[src/hdmi_out_pkg.sv]
////////////////////////////////////////
// HDMI output stage shared definitions
// Pixel, raster and mode types, FSM
// states and the per-mode raster tables
////////////////////////////////////////

package hdmi_out_pkg;

  // Channel and pixel, R in the top byte
  typedef logic [7:0]  color_t;
  typedef logic [23:0] pixel_t;

  // Raster position
  typedef logic [6:0] hcnt_t;
  typedef logic [4:0] vcnt_t;

  // Output mode select, 0 or 1
  typedef logic mode_t;

  // Mode sequencer states
  typedef enum logic [1:0] {
    SETTLE = 2'd0,
    RUN    = 2'd1,
    DRAIN  = 2'd2,
    ACKED  = 2'd3
  } fsm_state_t;

  ////////////////////////////////////////
  // Raster tables, indexed by mode
  ////////////////////////////////////////

  // Short stand-ins for 480p and 720p
  localparam int H_TOTAL      [2] = '{40, 56};
  localparam int H_ACTIVE     [2] = '{32, 48};
  localparam int H_SYNC_START [2] = '{34, 50};
  localparam int H_SYNC_LEN   [2] = '{3, 4};
  localparam int V_TOTAL      [2] = '{12, 16};
  localparam int V_ACTIVE     [2] = '{8, 12};
  localparam int V_SYNC_START [2] = '{9, 13};
  localparam int V_SYNC_LEN   [2] = '{2, 2};

endpackage
[src/vid_timing_if.sv]
////////////////////////////////////////
// Raster bus from the timing counter
// to the sequencer and the data path
////////////////////////////////////////

`timescale 1ns/100ps

interface vid_timing_if;
  hdmi_out_pkg::hcnt_t hcnt;
  hdmi_out_pkg::vcnt_t vcnt;
  logic hsync;
  logic vsync;
  logic de;
  // One-cycle strobes
  logic line_start;
  logic frame_end;

  modport gen  (output hcnt, vcnt, hsync, vsync, de, line_start, frame_end);
  modport sink (input hcnt, vcnt, hsync, vsync, de, line_start);
  modport ctrl (input frame_end);
endinterface

[src/hdmi_out_top.sv]
////////////////////////////////////////
// HDMI output stage top level
// Sequencer, raster counter, bar source
// and output registers
////////////////////////////////////////

`timescale 1ns/100ps

module hdmi_out_top #(
  parameter int COLOR_WIDTH_O = 8
) (
  input  logic                 HDMI_CLK_w,
  input  logic                 HDMI_nRST_pp_w,
  // Mode change handshake
  input  logic                 mode_req_i,
  input  hdmi_out_pkg::mode_t  mode_sel_i,
  output logic                 mode_ack_o,
  // Transmitter RGB bus
  output logic                 vsync_o,
  output logic                 hsync_o,
  output logic                 de_o,
  output hdmi_out_pkg::pixel_t vd_o
);

  hdmi_out_pkg::mode_t  active_mode_w;
  hdmi_out_pkg::pixel_t pixel_w;
  logic restart_w;
  logic blank_w;

  vid_timing_if tim_if ();

  hdmi_mode_fsm u_mode_fsm (
    .HDMI_CLK_w    (HDMI_CLK_w),
    .HDMI_nRST_pp_w(HDMI_nRST_pp_w),
    .mode_req_i    (mode_req_i),
    .mode_sel_i    (mode_sel_i),
    .mode_ack_o    (mode_ack_o),
    .tim           (tim_if),
    .active_mode_o (active_mode_w),
    .restart_o     (restart_w),
    .blank_o       (blank_w)
  );

  video_timing_gen u_timing (
    .HDMI_CLK_w    (HDMI_CLK_w),
    .HDMI_nRST_pp_w(HDMI_nRST_pp_w),
    .mode_i        (active_mode_w),
    .restart_i     (restart_w),
    .tim           (tim_if)
  );

  color_bar_gen #(
    .COLOR_WIDTH_O(COLOR_WIDTH_O)
  ) u_bars (
    .HDMI_CLK_w    (HDMI_CLK_w),
    .HDMI_nRST_pp_w(HDMI_nRST_pp_w),
    .tim           (tim_if),
    .mode_i        (active_mode_w),
    .pixel_o       (pixel_w)
  );

  video_out_regs #(
    .COLOR_WIDTH_O(COLOR_WIDTH_O)
  ) u_out_regs (
    .HDMI_CLK_w    (HDMI_CLK_w),
    .HDMI_nRST_pp_w(HDMI_nRST_pp_w),
    .tim           (tim_if),
    .pixel_i       (pixel_w),
    .blank_i       (blank_w),
    .vsync_o       (vsync_o),
    .hsync_o       (hsync_o),
    .de_o          (de_o),
    .vd_o          (vd_o)
  );

endmodule

[src/video_out_regs.sv]
////////////////////////////////////////
// Output register stage
// Aligns syncs to the pixel, blanks and
// drives the transmitter pins
////////////////////////////////////////

`timescale 1ns/100ps

module video_out_regs #(
  parameter int COLOR_WIDTH_O = 8
) (
  input  logic                 HDMI_CLK_w,
  input  logic                 HDMI_nRST_pp_w,
  vid_timing_if.sink           tim,
  input  hdmi_out_pkg::pixel_t pixel_i,
  input  logic                 blank_i,
  output logic                 vsync_o,
  output logic                 hsync_o,
  output logic                 de_o,
  output hdmi_out_pkg::pixel_t vd_o
);

  // Stage 1, matches the pixel register
  logic hs_d, vs_d, de_d;

  always_ff @(posedge HDMI_CLK_w or negedge HDMI_nRST_pp_w) begin
    if (!HDMI_nRST_pp_w) begin
      hs_d <= 1'b0;
      vs_d <= 1'b0;
      de_d <= 1'b0;
    end else begin
      hs_d <= tim.hsync;
      vs_d <= tim.vsync;
      de_d <= tim.de;
    end
  end

  ////////////////////////////////////////
  // Stage 2, fast output registers
  ////////////////////////////////////////

  always_ff @(posedge HDMI_CLK_w or negedge HDMI_nRST_pp_w) begin
    if (!HDMI_nRST_pp_w) begin
      hsync_o <= 1'b0;
      vsync_o <= 1'b0;
      de_o    <= 1'b0;
      vd_o    <= {3*COLOR_WIDTH_O{1'b0}};
    end else begin
      // Syncs keep running while blanked
      hsync_o <= hs_d;
      vsync_o <= vs_d;
      de_o    <= de_d & ~blank_i;
      vd_o    <= blank_i ? {3*COLOR_WIDTH_O{1'b0}} : pixel_i;
    end
  end

  // Source zeroes pixels outside de
  a_vd_idle: assert property (@(posedge HDMI_CLK_w) disable iff (!HDMI_nRST_pp_w)
    !de_o |-> vd_o == '0)
    else $error("vd_o not zero outside de_o");

endmodule

[src/color_bar_gen.sv]
////////////////////////////////////////
// Colour-bar pixel source
// Eight bars per line, one register
////////////////////////////////////////

`timescale 1ns/100ps

module color_bar_gen #(
  parameter int COLOR_WIDTH_O = 8
) (
  input  logic                 HDMI_CLK_w,
  input  logic                 HDMI_nRST_pp_w,
  vid_timing_if.sink           tim,
  input  hdmi_out_pkg::mode_t  mode_i,
  output hdmi_out_pkg::pixel_t pixel_o
);

  logic [2:0] bar_r, bar_cur;
  // Pixel within bar, bar width up to 6
  logic [2:0] pib_r, pib_cur;
  logic [2:0] pib_last;

  assign pib_last = 3'(hdmi_out_pkg::H_ACTIVE[mode_i] / 8 - 1);
  // Line start restarts both counters
  assign bar_cur  = tim.line_start ? 3'd0 : bar_r;
  assign pib_cur  = tim.line_start ? 3'd0 : pib_r;

  always_ff @(posedge HDMI_CLK_w or negedge HDMI_nRST_pp_w) begin
    if (!HDMI_nRST_pp_w) begin
      bar_r <= 3'd0;
      pib_r <= 3'd0;
    end else if (tim.de && (pib_cur == pib_last)) begin
      bar_r <= bar_cur + 3'd1;
      pib_r <= 3'd0;
    end else if (tim.de) begin
      bar_r <= bar_cur;
      pib_r <= pib_cur + 3'd1;
    end
  end

  // R on bit 2, G on bit 1, B on bit 0
  always_ff @(posedge HDMI_CLK_w) begin
    pixel_o <= tim.de ? {{COLOR_WIDTH_O{bar_cur[2]}}, {COLOR_WIDTH_O{bar_cur[1]}},
                         {COLOR_WIDTH_O{bar_cur[0]}}} : {3*COLOR_WIDTH_O{1'b0}};
  end

  // Last active pixel of a line lands in bar 7
  a_bar_end: assert property (@(posedge HDMI_CLK_w) disable iff (!HDMI_nRST_pp_w)
    tim.de && (tim.hcnt == 7'(hdmi_out_pkg::H_ACTIVE[mode_i] - 1)) |-> bar_cur == 3'd7)
    else $error("bar counter out of step with hcnt");

endmodule

[src/video_timing_gen.sv]
////////////////////////////////////////
// Raster timing counter
// H/V counters and sync, de and strobe
// decode for the stored mode
////////////////////////////////////////

`timescale 1ns/100ps

module video_timing_gen (
  input  logic                HDMI_CLK_w,
  input  logic                HDMI_nRST_pp_w,
  input  hdmi_out_pkg::mode_t mode_i,
  input  logic                restart_i,
  vid_timing_if.gen           tim
);

  hdmi_out_pkg::mode_t mode_r;
  hdmi_out_pkg::hcnt_t hcnt_r, h_last, h_act, hs_beg, hs_end;
  hdmi_out_pkg::vcnt_t vcnt_r, v_last, v_act, vs_beg, vs_end;
  logic line_end;

  // Limits of the stored mode
  always_comb begin
    h_last = hdmi_out_pkg::hcnt_t'(hdmi_out_pkg::H_TOTAL[mode_r] - 1);
    h_act  = hdmi_out_pkg::hcnt_t'(hdmi_out_pkg::H_ACTIVE[mode_r]);
    hs_beg = hdmi_out_pkg::hcnt_t'(hdmi_out_pkg::H_SYNC_START[mode_r]);
    hs_end = hdmi_out_pkg::hcnt_t'(hdmi_out_pkg::H_SYNC_START[mode_r]
                                   + hdmi_out_pkg::H_SYNC_LEN[mode_r]);
    v_last = hdmi_out_pkg::vcnt_t'(hdmi_out_pkg::V_TOTAL[mode_r] - 1);
    v_act  = hdmi_out_pkg::vcnt_t'(hdmi_out_pkg::V_ACTIVE[mode_r]);
    vs_beg = hdmi_out_pkg::vcnt_t'(hdmi_out_pkg::V_SYNC_START[mode_r]);
    vs_end = hdmi_out_pkg::vcnt_t'(hdmi_out_pkg::V_SYNC_START[mode_r]
                                   + hdmi_out_pkg::V_SYNC_LEN[mode_r]);
  end

  assign line_end = (hcnt_r == h_last);

  always_ff @(posedge HDMI_CLK_w or negedge HDMI_nRST_pp_w) begin
    if (!HDMI_nRST_pp_w) begin
      mode_r <= 1'b0;
      hcnt_r <= '0;
      vcnt_r <= '0;
    end else if (restart_i) begin
      // Load new mode, start a fresh frame
      mode_r <= mode_i;
      hcnt_r <= '0;
      vcnt_r <= '0;
    end else if (line_end) begin
      hcnt_r <= '0;
      vcnt_r <= (vcnt_r == v_last) ? '0 : vcnt_r + 5'd1;
    end else begin
      hcnt_r <= hcnt_r + 7'd1;
    end
  end

  // Decode, active high syncs
  assign tim.hcnt       = hcnt_r;
  assign tim.vcnt       = vcnt_r;
  assign tim.hsync      = (hcnt_r >= hs_beg) && (hcnt_r < hs_end);
  assign tim.vsync      = (vcnt_r >= vs_beg) && (vcnt_r < vs_end);
  assign tim.de         = (hcnt_r < h_act) && (vcnt_r < v_act);
  assign tim.line_start = (hcnt_r == '0);
  assign tim.frame_end  = line_end && (vcnt_r == v_last);

  a_cnt_range: assert property (@(posedge HDMI_CLK_w) disable iff (!HDMI_nRST_pp_w)
    (hcnt_r <= h_last) && (vcnt_r <= v_last))
    else $error("raster count beyond total");

endmodule

[src/hdmi_mode_fsm.sv]
////////////////////////////////////////
// Mode sequencer
// Serves the req/ack mode change and
// blanks the picture while it settles
////////////////////////////////////////

`timescale 1ns/100ps

module hdmi_mode_fsm (
  input  logic                HDMI_CLK_w,
  input  logic                HDMI_nRST_pp_w,
  input  logic                mode_req_i,
  input  hdmi_out_pkg::mode_t mode_sel_i,
  output logic                mode_ack_o,
  vid_timing_if.ctrl          tim,
  output hdmi_out_pkg::mode_t active_mode_o,
  output logic                restart_o,
  output logic                blank_o
);

  hdmi_out_pkg::fsm_state_t state_r, state_nxt;
  // Requested mode, latched on accept
  hdmi_out_pkg::mode_t req_mode_r;
  // Mode the raster is running in
  hdmi_out_pkg::mode_t cur_mode_r;
  // Set by a restart, so SETTLE ends in ACKED
  logic chg_pend_r;

  always_comb begin
    state_nxt = state_r;
    case (state_r)
      hdmi_out_pkg::SETTLE:
        if (tim.frame_end)
          state_nxt = chg_pend_r ? hdmi_out_pkg::ACKED : hdmi_out_pkg::RUN;
      hdmi_out_pkg::RUN:
        if (mode_req_i)
          state_nxt = hdmi_out_pkg::DRAIN;
      hdmi_out_pkg::DRAIN:
        if (tim.frame_end)
          state_nxt = hdmi_out_pkg::SETTLE;
      hdmi_out_pkg::ACKED:
        if (!mode_req_i)
          state_nxt = hdmi_out_pkg::RUN;
      default:
        state_nxt = hdmi_out_pkg::SETTLE;
    endcase
  end

  // Restart on the last pixel of the drained frame
  assign restart_o     = (state_r == hdmi_out_pkg::DRAIN) && tim.frame_end;
  // New mode presented together with restart
  assign active_mode_o = restart_o ? req_mode_r : cur_mode_r;
  assign blank_o       = (state_r == hdmi_out_pkg::SETTLE);
  assign mode_ack_o    = (state_r == hdmi_out_pkg::ACKED);

  always_ff @(posedge HDMI_CLK_w or negedge HDMI_nRST_pp_w) begin
    if (!HDMI_nRST_pp_w) begin
      state_r    <= hdmi_out_pkg::SETTLE;
      req_mode_r <= 1'b0;
      cur_mode_r <= 1'b0;
      chg_pend_r <= 1'b0;
    end else begin
      state_r <= state_nxt;
      if ((state_r == hdmi_out_pkg::RUN) && mode_req_i)
        req_mode_r <= mode_sel_i;
      if (restart_o) begin
        cur_mode_r <= req_mode_r;
        chg_pend_r <= 1'b1;
      end else if ((state_r == hdmi_out_pkg::SETTLE) && tim.frame_end) begin
        chg_pend_r <= 1'b0;
      end
    end
  end

  // Requester keeps the mode steady for the whole request
  a_sel_stable: assert property (@(posedge HDMI_CLK_w) disable iff (!HDMI_nRST_pp_w)
    mode_req_i |=> !mode_req_i || $stable(mode_sel_i))
    else $error("mode_sel_i changed while mode_req_i was high");

  // Ack only answers a live request
  a_ack_rise: assert property (@(posedge HDMI_CLK_w) disable iff (!HDMI_nRST_pp_w)
    $rose(mode_ack_o) |-> mode_req_i)
    else $error("mode_ack_o rose without mode_req_i");

endmodule

[config.mk]
export PLATFORM = sky130hd
export DESIGN_NAME = hdmi_out_top
export DESIGN_NICKNAME = d
export VERILOG_FILES = /design/src/hdmi_out_pkg.sv /design/src/vid_timing_if.sv /design/src/hdmi_out_top.sv /design/src/video_out_regs.sv /design/src/color_bar_gen.sv /design/src/video_timing_gen.sv /design/src/hdmi_mode_fsm.sv
export SDC_FILE = /design/constraint.sdc
export NUM_CORES = 1
export LEC_CHECK = 0
export BUFFER_PORTS_ARGS = -buffer_cell sky130_fd_sc_hd__buf_2
export CORE_MARGIN = 3
export CORE_UTILIZATION = 50
export DETAILED_ROUTE_END_ITERATION = 10
export GPL_TIMING_DRIVEN = 0
export PLACE_DENSITY = 0.7
export REMOVE_ABC_BUFFERS = 1
export SLEW_MARGIN = 0
export SYNTH_ARGS = -nofsm -noshare
export SYNTH_HDL_FRONTEND = slang
export SYNTH_SLANG_ARGS = --single-unit
[constraint.sdc]
create_clock -name HDMI_CLK_w -period 3.59 [get_ports HDMI_CLK_w]
set_input_delay 0.359 -clock HDMI_CLK_w [delete_from_list [all_inputs] [get_ports HDMI_CLK_w]]
set_output_delay 0.359 -clock HDMI_CLK_w [all_outputs]
set_load 0.01 [all_outputs]
* Yosys cells after proc, flatten, opt, wreduce, memory -nomap -nowiden
Cells that the tools add are included.
** Storage, ports and cells
- Output and inout port bits :: 28
- Register bits after elaboration :: 71
** Cells by class
- $lt $le $gt $ge :: 8
- Eq/ne operators :: 10
- Reductions and logical operators :: 15
- Add/sub/neg operators :: 10
- Bitwise gates (word level) :: 5
- Multiplexer cells :: 47
** Operator list (number)
- $mux 5 :: 16
- $mux 7 :: 10
- $mux 32 :: 2
- $mux 3 :: 9
- $mux 24 :: 1
- $lt 7x7->1 :: 2
- $lt 5x5->1 :: 2
- $mux 2 :: 5
- $logic_and 1x1->1 :: 8
- $pmux 2 s4 :: 1
- $add 7x1->7 const B :: 1
- $add 7x7->7 :: 1
- $eq 7x7->1 :: 1
- $ge 7x7->1 :: 1
- $logic_not 7->1 :: 1
- $sub 7x2->7 const B :: 1
- $add 3x1->3 const B :: 2
- $ne 2x2->1 const B :: 3
- $reduce_bool 2->1 :: 3
- $add 5x1->5 const B :: 1
- $add 5x5->5 :: 1
- $eq 5x5->1 :: 1
- $ge 5x5->1 :: 1
- $sub 5x2->5 const B :: 1
- 14 further kinds :: 20

* Longest topological paths before layout
Gate-level depths: netlist of the first run.
- Word-level depth :: 20
- Mapped depth :: 9
- Depth with buffers taken out :: 9

* Hierarchy
From an unflattened synthesis of the first run, not the netlist that was laid out.
** Second synthesis, totals
- Cell total of the unflattened synthesis :: 245
- Area, all modules :: 2767.7 um2
** Modules (own cells, without submodules)
- video_out_regs :: sequential area each 750.7 um2, instances 1, cells each 57, area an instance 923.4 um2
- video_timing_gen :: sequential area each 325.3 um2, instances 1, cells each 94, area an instance 864.6 um2
- color_bar_gen :: sequential area each 210.2 um2, instances 1, cells each 70, area an instance 681.9 um2
- hdmi_mode_fsm :: sequential area each 125.1 um2, instances 1, cells each 24, area an instance 297.8 um2

* Worst setup path after synthesis of the first run
OpenSTA, ideal clock, no wires.
- Path type :: reg2reg
- Start :: register u_timing.vcnt_r[2], in the netlist u_timing.tim.vcnt[2]
- End :: register u_bars.bar_r[2]
- Arrival :: 2.223 ns
- Path slack :: 1.298 ns
- Stages on the path, launching flop included :: 9
- Library setup time :: 0.069 ns
- Required time :: 3.521 ns
- Clock period less this slack :: 2.292 ns
- Path through :: dfrtp_1 -> inv_1 -> ha_1 -> and4b_2 -> nand4_4 -> mux2_4 -> mux2i_4 -> or4b_1 -> nand3_1
** Between the ends
- Word-level cells in the longest chain between the ends :: 13
- Elaborated cells on any way between the ends :: 16
- Those cells by class :: add/sub: 2; order compare: 1; eq/ne: 2; mux: 5; bitwise: 1; reduce/logical: 5
** Ends and longest elaborated chain
- start: declaration :: RTL line video_timing_gen.sv:19 : hdmi_out_pkg::vcnt_t vcnt_r, v_last, v_act, vs_beg, vs_end;
- start signal: assignment :: RTL line video_timing_gen.sv:50 : vcnt_r <= (vcnt_r == v_last) ? '0 : vcnt_r + 5'd1;
- $eq 5x5->1 * :: RTL line video_timing_gen.sv:63 : assign tim.frame_end = line_end && (vcnt_r == v_last);
- $logic_and 1x1->1 * :: RTL line video_timing_gen.sv:63
- $logic_and 1x1->1 * :: RTL line hdmi_mode_fsm.sv:50 : assign restart_o = (state_r == hdmi_out_pkg::DRAIN) && tim.frame_end;
- $mux 1 * :: RTL line hdmi_mode_fsm.sv:52 : assign active_mode_o = restart_o ? req_mode_r : cur_mode_r;
- net active_mode_w :: RTL line hdmi_out_top.sv:25 : hdmi_out_pkg::mode_t active_mode_w;
- $not 1->2 (not written as such) * :: RTL line color_bar_gen.sv:23 : assign pib_last = 3'(hdmi_out_pkg::H_ACTIVE[mode_i] / 8 - 1);
- $mux 5 (not written as such) * :: RTL line color_bar_gen.sv:23
- $mux 32 (not written as such) * (2 in a row) :: RTL line color_bar_gen.sv:23
- $add 3x1->3 (no line) *
- $sub 3x2->3 * :: RTL line color_bar_gen.sv:23
- $eq 3x3->1 * :: RTL line color_bar_gen.sv:32 : end else if (tim.de && (pib_cur == pib_last)) begin
- $logic_and 1x1->1 * :: RTL line color_bar_gen.sv:32
- $mux 3 / $reduce_bool 2->1 (equally long branches)
- end signal: assignment :: RTL line color_bar_gen.sv:33 : bar_r <= bar_cur + 3'd1;
- end signal: assignment :: RTL line color_bar_gen.sv:36 : bar_r <= bar_cur;
- end: declaration :: RTL line color_bar_gen.sv:18 : logic [2:0] bar_r, bar_cur;
The timed path passes the listed nets; every way through them passes the cells marked *. The select of a mux whose other input is x is not followed.
A chain may end at the register's enable or synchronous reset.

* Final worst setup path of the first run
Same ends and word-level chain as after synthesis.

==> results of run 1 <==
## cell type report
type	instances	area (um2)	share of cell area (%)
flip-flops and latches	36	885.9	41.99
multi-input cells	116	844.6	40.04
repair buffers	31	155.1	7.355
clock buffers	5	68.82	3.262
well taps	48	60.06	2.847
inverters	14	52.55	2.491
clock inverters	3	42.54	2.017
## kinds of logic after synthesis
logic type,Yosys count
AOI/OAI and AO/OA,28
xor gates and xnor gates,3
adders and majority gates,15
buffers and inverters,37
DFF,36
muxes,7
and+or+nand+nor,63
## Yosys cell counts (2+ instances only)
| cell type | count |
|---|---|
| a21o_1 | 3 |
| a21oi_1 | 7 |
| a31oi_1 | 2 |
| and2_1 | 6 |
| and3_1 | 3 |
| buf_4 | 21 |
| dfrtp_1 | 33 |
| dfxtp_1 | 3 |
| ha_1 | 15 |
| inv_1 | 14 |
| mux2_2 | 2 |
| mux2i_1 | 3 |
| nand2_1 | 15 |
| nand3_1 | 2 |
| nand4_1 | 3 |
| nor2_1 | 11 |
| nor2b_1 | 6 |
| nor3_1 | 3 |
| o21ai_0 | 8 |
| o22ai_1 | 3 |
| xor2_1 | 2 |
## power breakdown
group	switching, mW	internal, mW
registers	0	0.405
logic	0.00741	0.00136
clock network	0.147	0.205
## final timing paths
kind                       depth (start not counted)                           endpoint
min in group HDMI_CLK_w                            2  u_mode_fsm.req_mode_r$_DFFE_PN0P_
min                                                1     u_timing.tim.hcnt[2]$_DFF_PN0_
max in group asynchronous                          1   u_timing.tim.vcnt[4]$_DFFE_PN0P_
max                                                8        u_bars.bar_r[2]$_DFFE_PN0P_
max reg2reg                                        8        u_bars.bar_r[2]$_DFFE_PN0P_
min reg2reg                                        0       u_out_regs.hsync_o$_DFF_PN0_
## per-layer routing
layer / vias up / global-route usage, % / routed length [um]
met5: - / 0 / 0
met4: 0 / 8.933 / 60
met3: 8 / 3.612 / 225
met2: 47 / 26.10 / 1548
met1: 621 / 18.94 / 1406
li1: 650 / - / -
## critical path, stage by stage (launching register included)
cell	delay, ps
dfrtp_1	440
inv_1	70
ha_1	320
and4b_2	300
nand4_4	120
mux2_4	350
mux2i_4	220
or4b_1	490
nand3_1	90
## through the flow
step                cell area, um2  cells
floorplan                     1783    166
global placement              1998    245
detailed placement            1998    245
CTS                           2110    253
global route                  2110    253
finish                        2110    253
## state kept, by name (all words and copies together) (netlist names), 2 cells and up
| register | flops |
|---|---|
| u_bars.pixel_o | 3 |
| u_bars.bar_r | 3 |
| u_out_regs.vd_o | 3 |
| u_timing.tim.hcnt | 7 |
| u_mode_fsm.state_r | 2 |
| u_timing.tim.vcnt | 5 |
| u_bars.pib_r | 3 |
==> impl_metrics.env, run 1 <==
export IMPL_cts_max_path_buffers=2
export IMPL_r2r_slack_ps=1140
export IMPL_holdWs_ps=126.6
export IMPL_n_antenna_cell=0
export IMPL_drv_cap=0
export IMPL_slew_violations=0
export IMPL_finalHoldViolCount=0
export IMPL_timing_final_crit_share_pct=68.27
export IMPL_first_pass_iters=6
export IMPL_synth_compound_area_share_pct=8.601
export IMPL_num_io_pins=32
export IMPL_fin_crit_ps=2451
export IMPL_fillerInstances=305
export IMPL_ant_nets=0
export IMPL_worst_pin_slew_ps=721.9
export IMPL_antenna_found_initial=0
export IMPL_end_kind="register"
export IMPL_post_cts_resized=0
export IMPL_power_density_mw_per_mm2=362.9
export IMPL_critPathRequiredTime_ps=3810
export IMPL_start_util_pct=52.46
export IMPL_core_area_mm2=0.003716
export IMPL_drive_above_1_share_pct=23.90
export IMPL_p_leak_nw=1.104
export IMPL_crit_start="u_timing.tim.vcnt[2]$_DFFE_PN0P_"
export IMPL_status="complete, no violations"
export IMPL_critPathLaunchType="register"
export IMPL_setup_viol=0
export IMPL_viasPerCell=5.241
export IMPL_syn_area_mm2=0.001949
export IMPL_fin_util_pct=56.77
export IMPL_insertion_delay_ps=280
export IMPL_dpl_hpwl_mm=2.437
export IMPL_wl_per_cell_um=12.81
export IMPL_postSynth_asyncResetShare_pct=91.67
export IMPL_dieArea_mm2=0.004684
export IMPL_dp_worst_setup_slack_ps=1146
export IMPL_arrival_ps=2670
export IMPL_synth_simple_area_share_pct=19.13
export IMPL_worstSetupPathType="reg -> reg"
export IMPL_layout_commonest_cell="dfrtp_1"
export IMPL_synth_warnings=0
export IMPL_htreeDepth=2
export IMPL_grt_usage_pct=15.88
export IMPL_rsz0062_at_grt="no"
export IMPL_hp_class="in -> async"
export IMPL_worstReg2RegStart="u_timing.tim.vcnt[2]$_DFFE_PN0P_"
export IMPL_synth_seq_area_share_pct=45.44
export IMPL_gp_congestion=0.7987
export IMPL_cts_hold_buf=0
export IMPL_crit_path_max_fanout=7
export IMPL_cts_made_buffers=5
export IMPL_synth_top_area_share_pct=42.36
export IMPL_clockRootBuffer="clkbuf_8"
export IMPL_synthMuxAreaShare_pct=4.621
export IMPL_syn_inst=189
export IMPL_yosys_area_top_type="dfrtp_1"
export IMPL_synth_xor_area_share_pct=1.348
export IMPL_synth_area_leaders="dfrtp_1 42%, ha_1 9.6%, buf_4 8.1%, dfxtp_1 3.1%, nand2_1 2.9%"
export IMPL_cts_tree="built"
export IMPL_ir_worst_vdd_v=0.0001465
export IMPL_grt_max_degree=34
export IMPL_avgSynthCellArea_um2=10.31
export IMPL_layout_common_cells="33 x dfrtp_1, 31 x buf_2, 15 x nand2_1, 15 x ha_1, 14 x inv_1"
export IMPL_ys_ff_latch=36
export IMPL_power_uw=765.6
export IMPL_syn2layout_area_growth_pct=8.215
export IMPL_relSlewSlack_pct=51.87
export IMPL_drc=0
export IMPL_vias=1326
export IMPL_ys_types=45
export IMPL_post_cts_buffers=0
export IMPL_die_w_um=68.44
export IMPL_clk_pin_slew_worst_paths_ps=70
export IMPL_fin_nets=223
export IMPL_final_setup_skew_ps=3.878
export IMPL_max_freq_mhz=408.0
export IMPL_grt_overflow=0
export IMPL_ys_flop_type="dfrtp_1"
export IMPL_grt_pass1_wl_mm=5.444
export IMPL_synth_top_family_by_area="simple AND/OR/NAND/NOR gates"
export IMPL_num_rows=22
export IMPL_fp_dieH_um=68.44
export IMPL_io_buffers=31
export IMPL_cts_sinks=36
export IMPL_setup_tns_ps=0
export IMPL_first_iter_violations=85
export IMPL_routed_wirelength_mm=3.241
export IMPL_grt_pass1_vias=1239
export IMPL_synth_fa_ha_area_share_pct=9.628
export IMPL_synth_enable_flop_cells=0
export IMPL_setup_ws_ps=1139
Power figures use the tool's default switching activity.
==> inputs of run 2 (changes only) <==
- ABC_AREA: not set -> 1
- clock period: 3.59 -> 2.4 ns (I/O delays scaled with it)
==> run 2 against run 1 <==
Flip-flop and latch count unchanged. Count of clock-buffer cells in the layout increased by 1. Highest routed layer unchanged. Synthesized area increased by 3.7%. Combinational power increased by 52%.
==> impl_metrics.env, run 2 <==
export IMPL_status="complete, no violations"
export IMPL_start_util_pct=53.62
export IMPL_cts_tree="built"
export IMPL_gp_congestion=0.7644
export IMPL_worstReg2RegStart="u_timing.tim.hcnt[4]$_DFF_PN0_"
export IMPL_end_kind="register"
export IMPL_synth_enable_flop_cells=0
export IMPL_syn_inst=229
export IMPL_fin_crit_ps=2115
export IMPL_first_pass_iters=4
export IMPL_setup_tns_ps=0
export IMPL_die_w_um=69.59
export IMPL_setup_ws_ps=285.1
export IMPL_grt_pass1_wl_mm=6.009
export IMPL_crit_path_max_fanout=11
export IMPL_postSynth_asyncResetShare_pct=91.67
export IMPL_synth_top_area_share_pct=40.84
export IMPL_clk_pin_slew_worst_paths_ps=70
export IMPL_critPathRequiredTime_ps=2560
export IMPL_n_antenna_cell=0
export IMPL_fp_dieH_um=69.59
export IMPL_hp_class="in -> async"
export IMPL_drc=0
export IMPL_vias=1407
export IMPL_ant_nets=0
export IMPL_synth_warnings=0
export IMPL_antenna_found_initial=0
export IMPL_dpl_hpwl_mm=2.479
export IMPL_largest_reg_flops=7
export IMPL_core_area_mm2=0.003771
export IMPL_layout_common_cells="39 x inv_1, 33 x dfrtp_1, 32 x nand2_1"
export IMPL_setup_viol=0
export IMPL_finalHoldViolCount=0
export IMPL_post_synth_top_count_cell="inv_1"
export IMPL_synth_seq_area_share_pct=43.81
export IMPL_final_setup_skew_ps=7.334
export IMPL_routed_wirelength_mm=3.464
export IMPL_grt_usage_pct=15.47
export IMPL_drv_cap=0
export IMPL_power_density_mw_per_mm2=489.2
export IMPL_slew_violations=0
export IMPL_wl_per_cell_um=11.86
export IMPL_worst_pin_slew_ps=736.2
export IMPL_grt_pass1_vias=1295
export IMPL_drive_above_1_share_pct=22.54
export IMPL_ir_worst_vdd_v=0.0003051
export IMPL_num_rows=22
export IMPL_yosys_area_top_type="dfrtp_1"
export IMPL_avgSynthCellArea_um2=8.829
export IMPL_timing_final_crit_share_pct=88.12
export IMPL_grt_max_degree=34
export IMPL_stdcell_area_mm2=0.002155
export IMPL_arrival_ps=2280
export IMPL_rsz0062_at_grt="no"
export IMPL_critPathLaunchType="register"
export IMPL_max_freq_mhz=472.8
export IMPL_placed_area_mm2=0.002057
export IMPL_crit_start="u_timing.tim.hcnt[4]$_DFF_PN0_"
export IMPL_viasPerCell=4.818
export IMPL_insertion_delay_ps=280
export IMPL_ys_ff_latch=36
export IMPL_first_iter_violations=86
export IMPL_worstSetupPathType="reg -> reg"
export IMPL_syn_area_mm2=0.002022
export IMPL_cts_sinks=36
export IMPL_synth_area_leaders="dfrtp_1 41%, ha_1 9.3%, buf_4 8.2%, inv_1 7.2%, nand2_1 5.9%"
export IMPL_htreeDepth=2
export IMPL_layout_commonest_cell="inv_1"
export IMPL_fin_nets=262
export IMPL_io_buffers=31
export IMPL_p_leak_nw=1.207
export IMPL_cts_made_buffers=5
export IMPL_synth_commonest_cells="39 x inv_1, 33 x dfrtp_1, 32 x nand2_1"
export IMPL_clockRootBuffer="clkbuf_8"
export IMPL_cts_max_path_buffers=2
export IMPL_num_io_pins=32
export IMPL_ys_flop_type="dfrtp_1"
export IMPL_relSlewSlack_pct=50.92
export IMPL_dieArea_mm2=0.004843
export IMPL_ys_types=32
export IMPL_syn2layout_area_growth_pct=6.560
export IMPL_dp_worst_setup_slack_ps=112.5
export IMPL_grt_overflow=0
export IMPL_fin_util_pct=57.13
run 2: cell types whose count changed in the layout (fill, tap and decap cells not counted), sizes merged, moves of 6 or more:
cell	previous run	this run
and2	7	0
nor2	11	25
inv	14	40
nand2	15	34
nand3	2	14
nor2b	6	0
run 2: worst max-delay path, stage by stage (launching register included):
cell,delay [ps]
dfrtp_1,400
inv_1,110
ha_1,310
nand3_1,120
nor2_4,290
nand3_1,200
nand2_2,130
nand2_1,80
nand2_2,100
nand3_2,100
nand2_1,80
nand3_1,70
run 2: power by group:
part           switching (mW)  leakage [nW]  internal (mW)  total [mW]
combinational          0.0113         0.705        0.00202      0.0133
sequential                  0         0.451          0.606       0.606
clock                   0.206        0.0510          0.229       0.435
total                   0.217          1.21          0.837        1.05
run 2: layout make-up:
class,count,area [um2]
inverters,40,150.1
clock inverters,2,10.01
flip-flops and latches,36,885.9
clock buffers,6,82.58
multi-input cells,129,810.8
well taps,48,60.06
fillers,341,1617
repair buffers,31,155.1
run 2: cell families after synthesis:
group	synth area share, %
multiplexers	0.9901
AND/OR/NAND/NOR	21.16
buffers and inverters	16.34
AO/OA/AOI/OAI	6.684
XOR/XNOR	1.733
flip-flops	43.81
adder cells (fa/ha/maj)	9.282
run 2: routing by layer:
metal | vias up | share of wire [%] | track usage [%] | wire length, um
met3 | 6 | 2.5 | 3.478 | 87
li1 | 733 | - | - | -
met4 | 0 | 1.3 | 5.857 | 44
met5 | - | 0 | 0 | 0
met2 | 20 | 50 | 25.42 | 1739
met1 | 648 | 46 | 19.82 | 1593
run 2: through the flow:
stage / hold WS, ps / total power, mW / cells
floorplan: -55.59 / 0.6179 / 205
global placement: 333.8 / 0.6314 / 284
detailed placement: 337.3 / 0.6317 / 284
CTS: 35.27 / 1.074 / 292
global route: 63.20 / 1.099 / 292
finish: 11.27 / 1.054 / 292
run 2: timing repair:
action                                 CTS  global route
hold buffers                             0             0
buffers inserted                         0             0
endpoints found under the hold margin    0             0
resized for setup                        0             1
setup endpoints to repair                0             5
run 2: final timing paths:
path / slack, ps / depth (start not counted) / endpoint
max: 290 / 11 / u_bars.bar_r[1]$_DFFE_PN0P_
min: 10 / 1 / u_timing.tim.hcnt[1]$_DFF_PN0_
max reg2reg: 290 / 11 / u_bars.bar_r[1]$_DFFE_PN0P_
min reg2reg: 350 / 0 / u_out_regs.hsync_o$_DFF_PN0_
max in group asynchronous: 1910 / 1 / u_out_regs.vd_o[22]$_DFF_PN0_
min in group HDMI_CLK_w: 230 / 3 / u_mode_fsm.req_mode_r$_DFFE_PN0P_
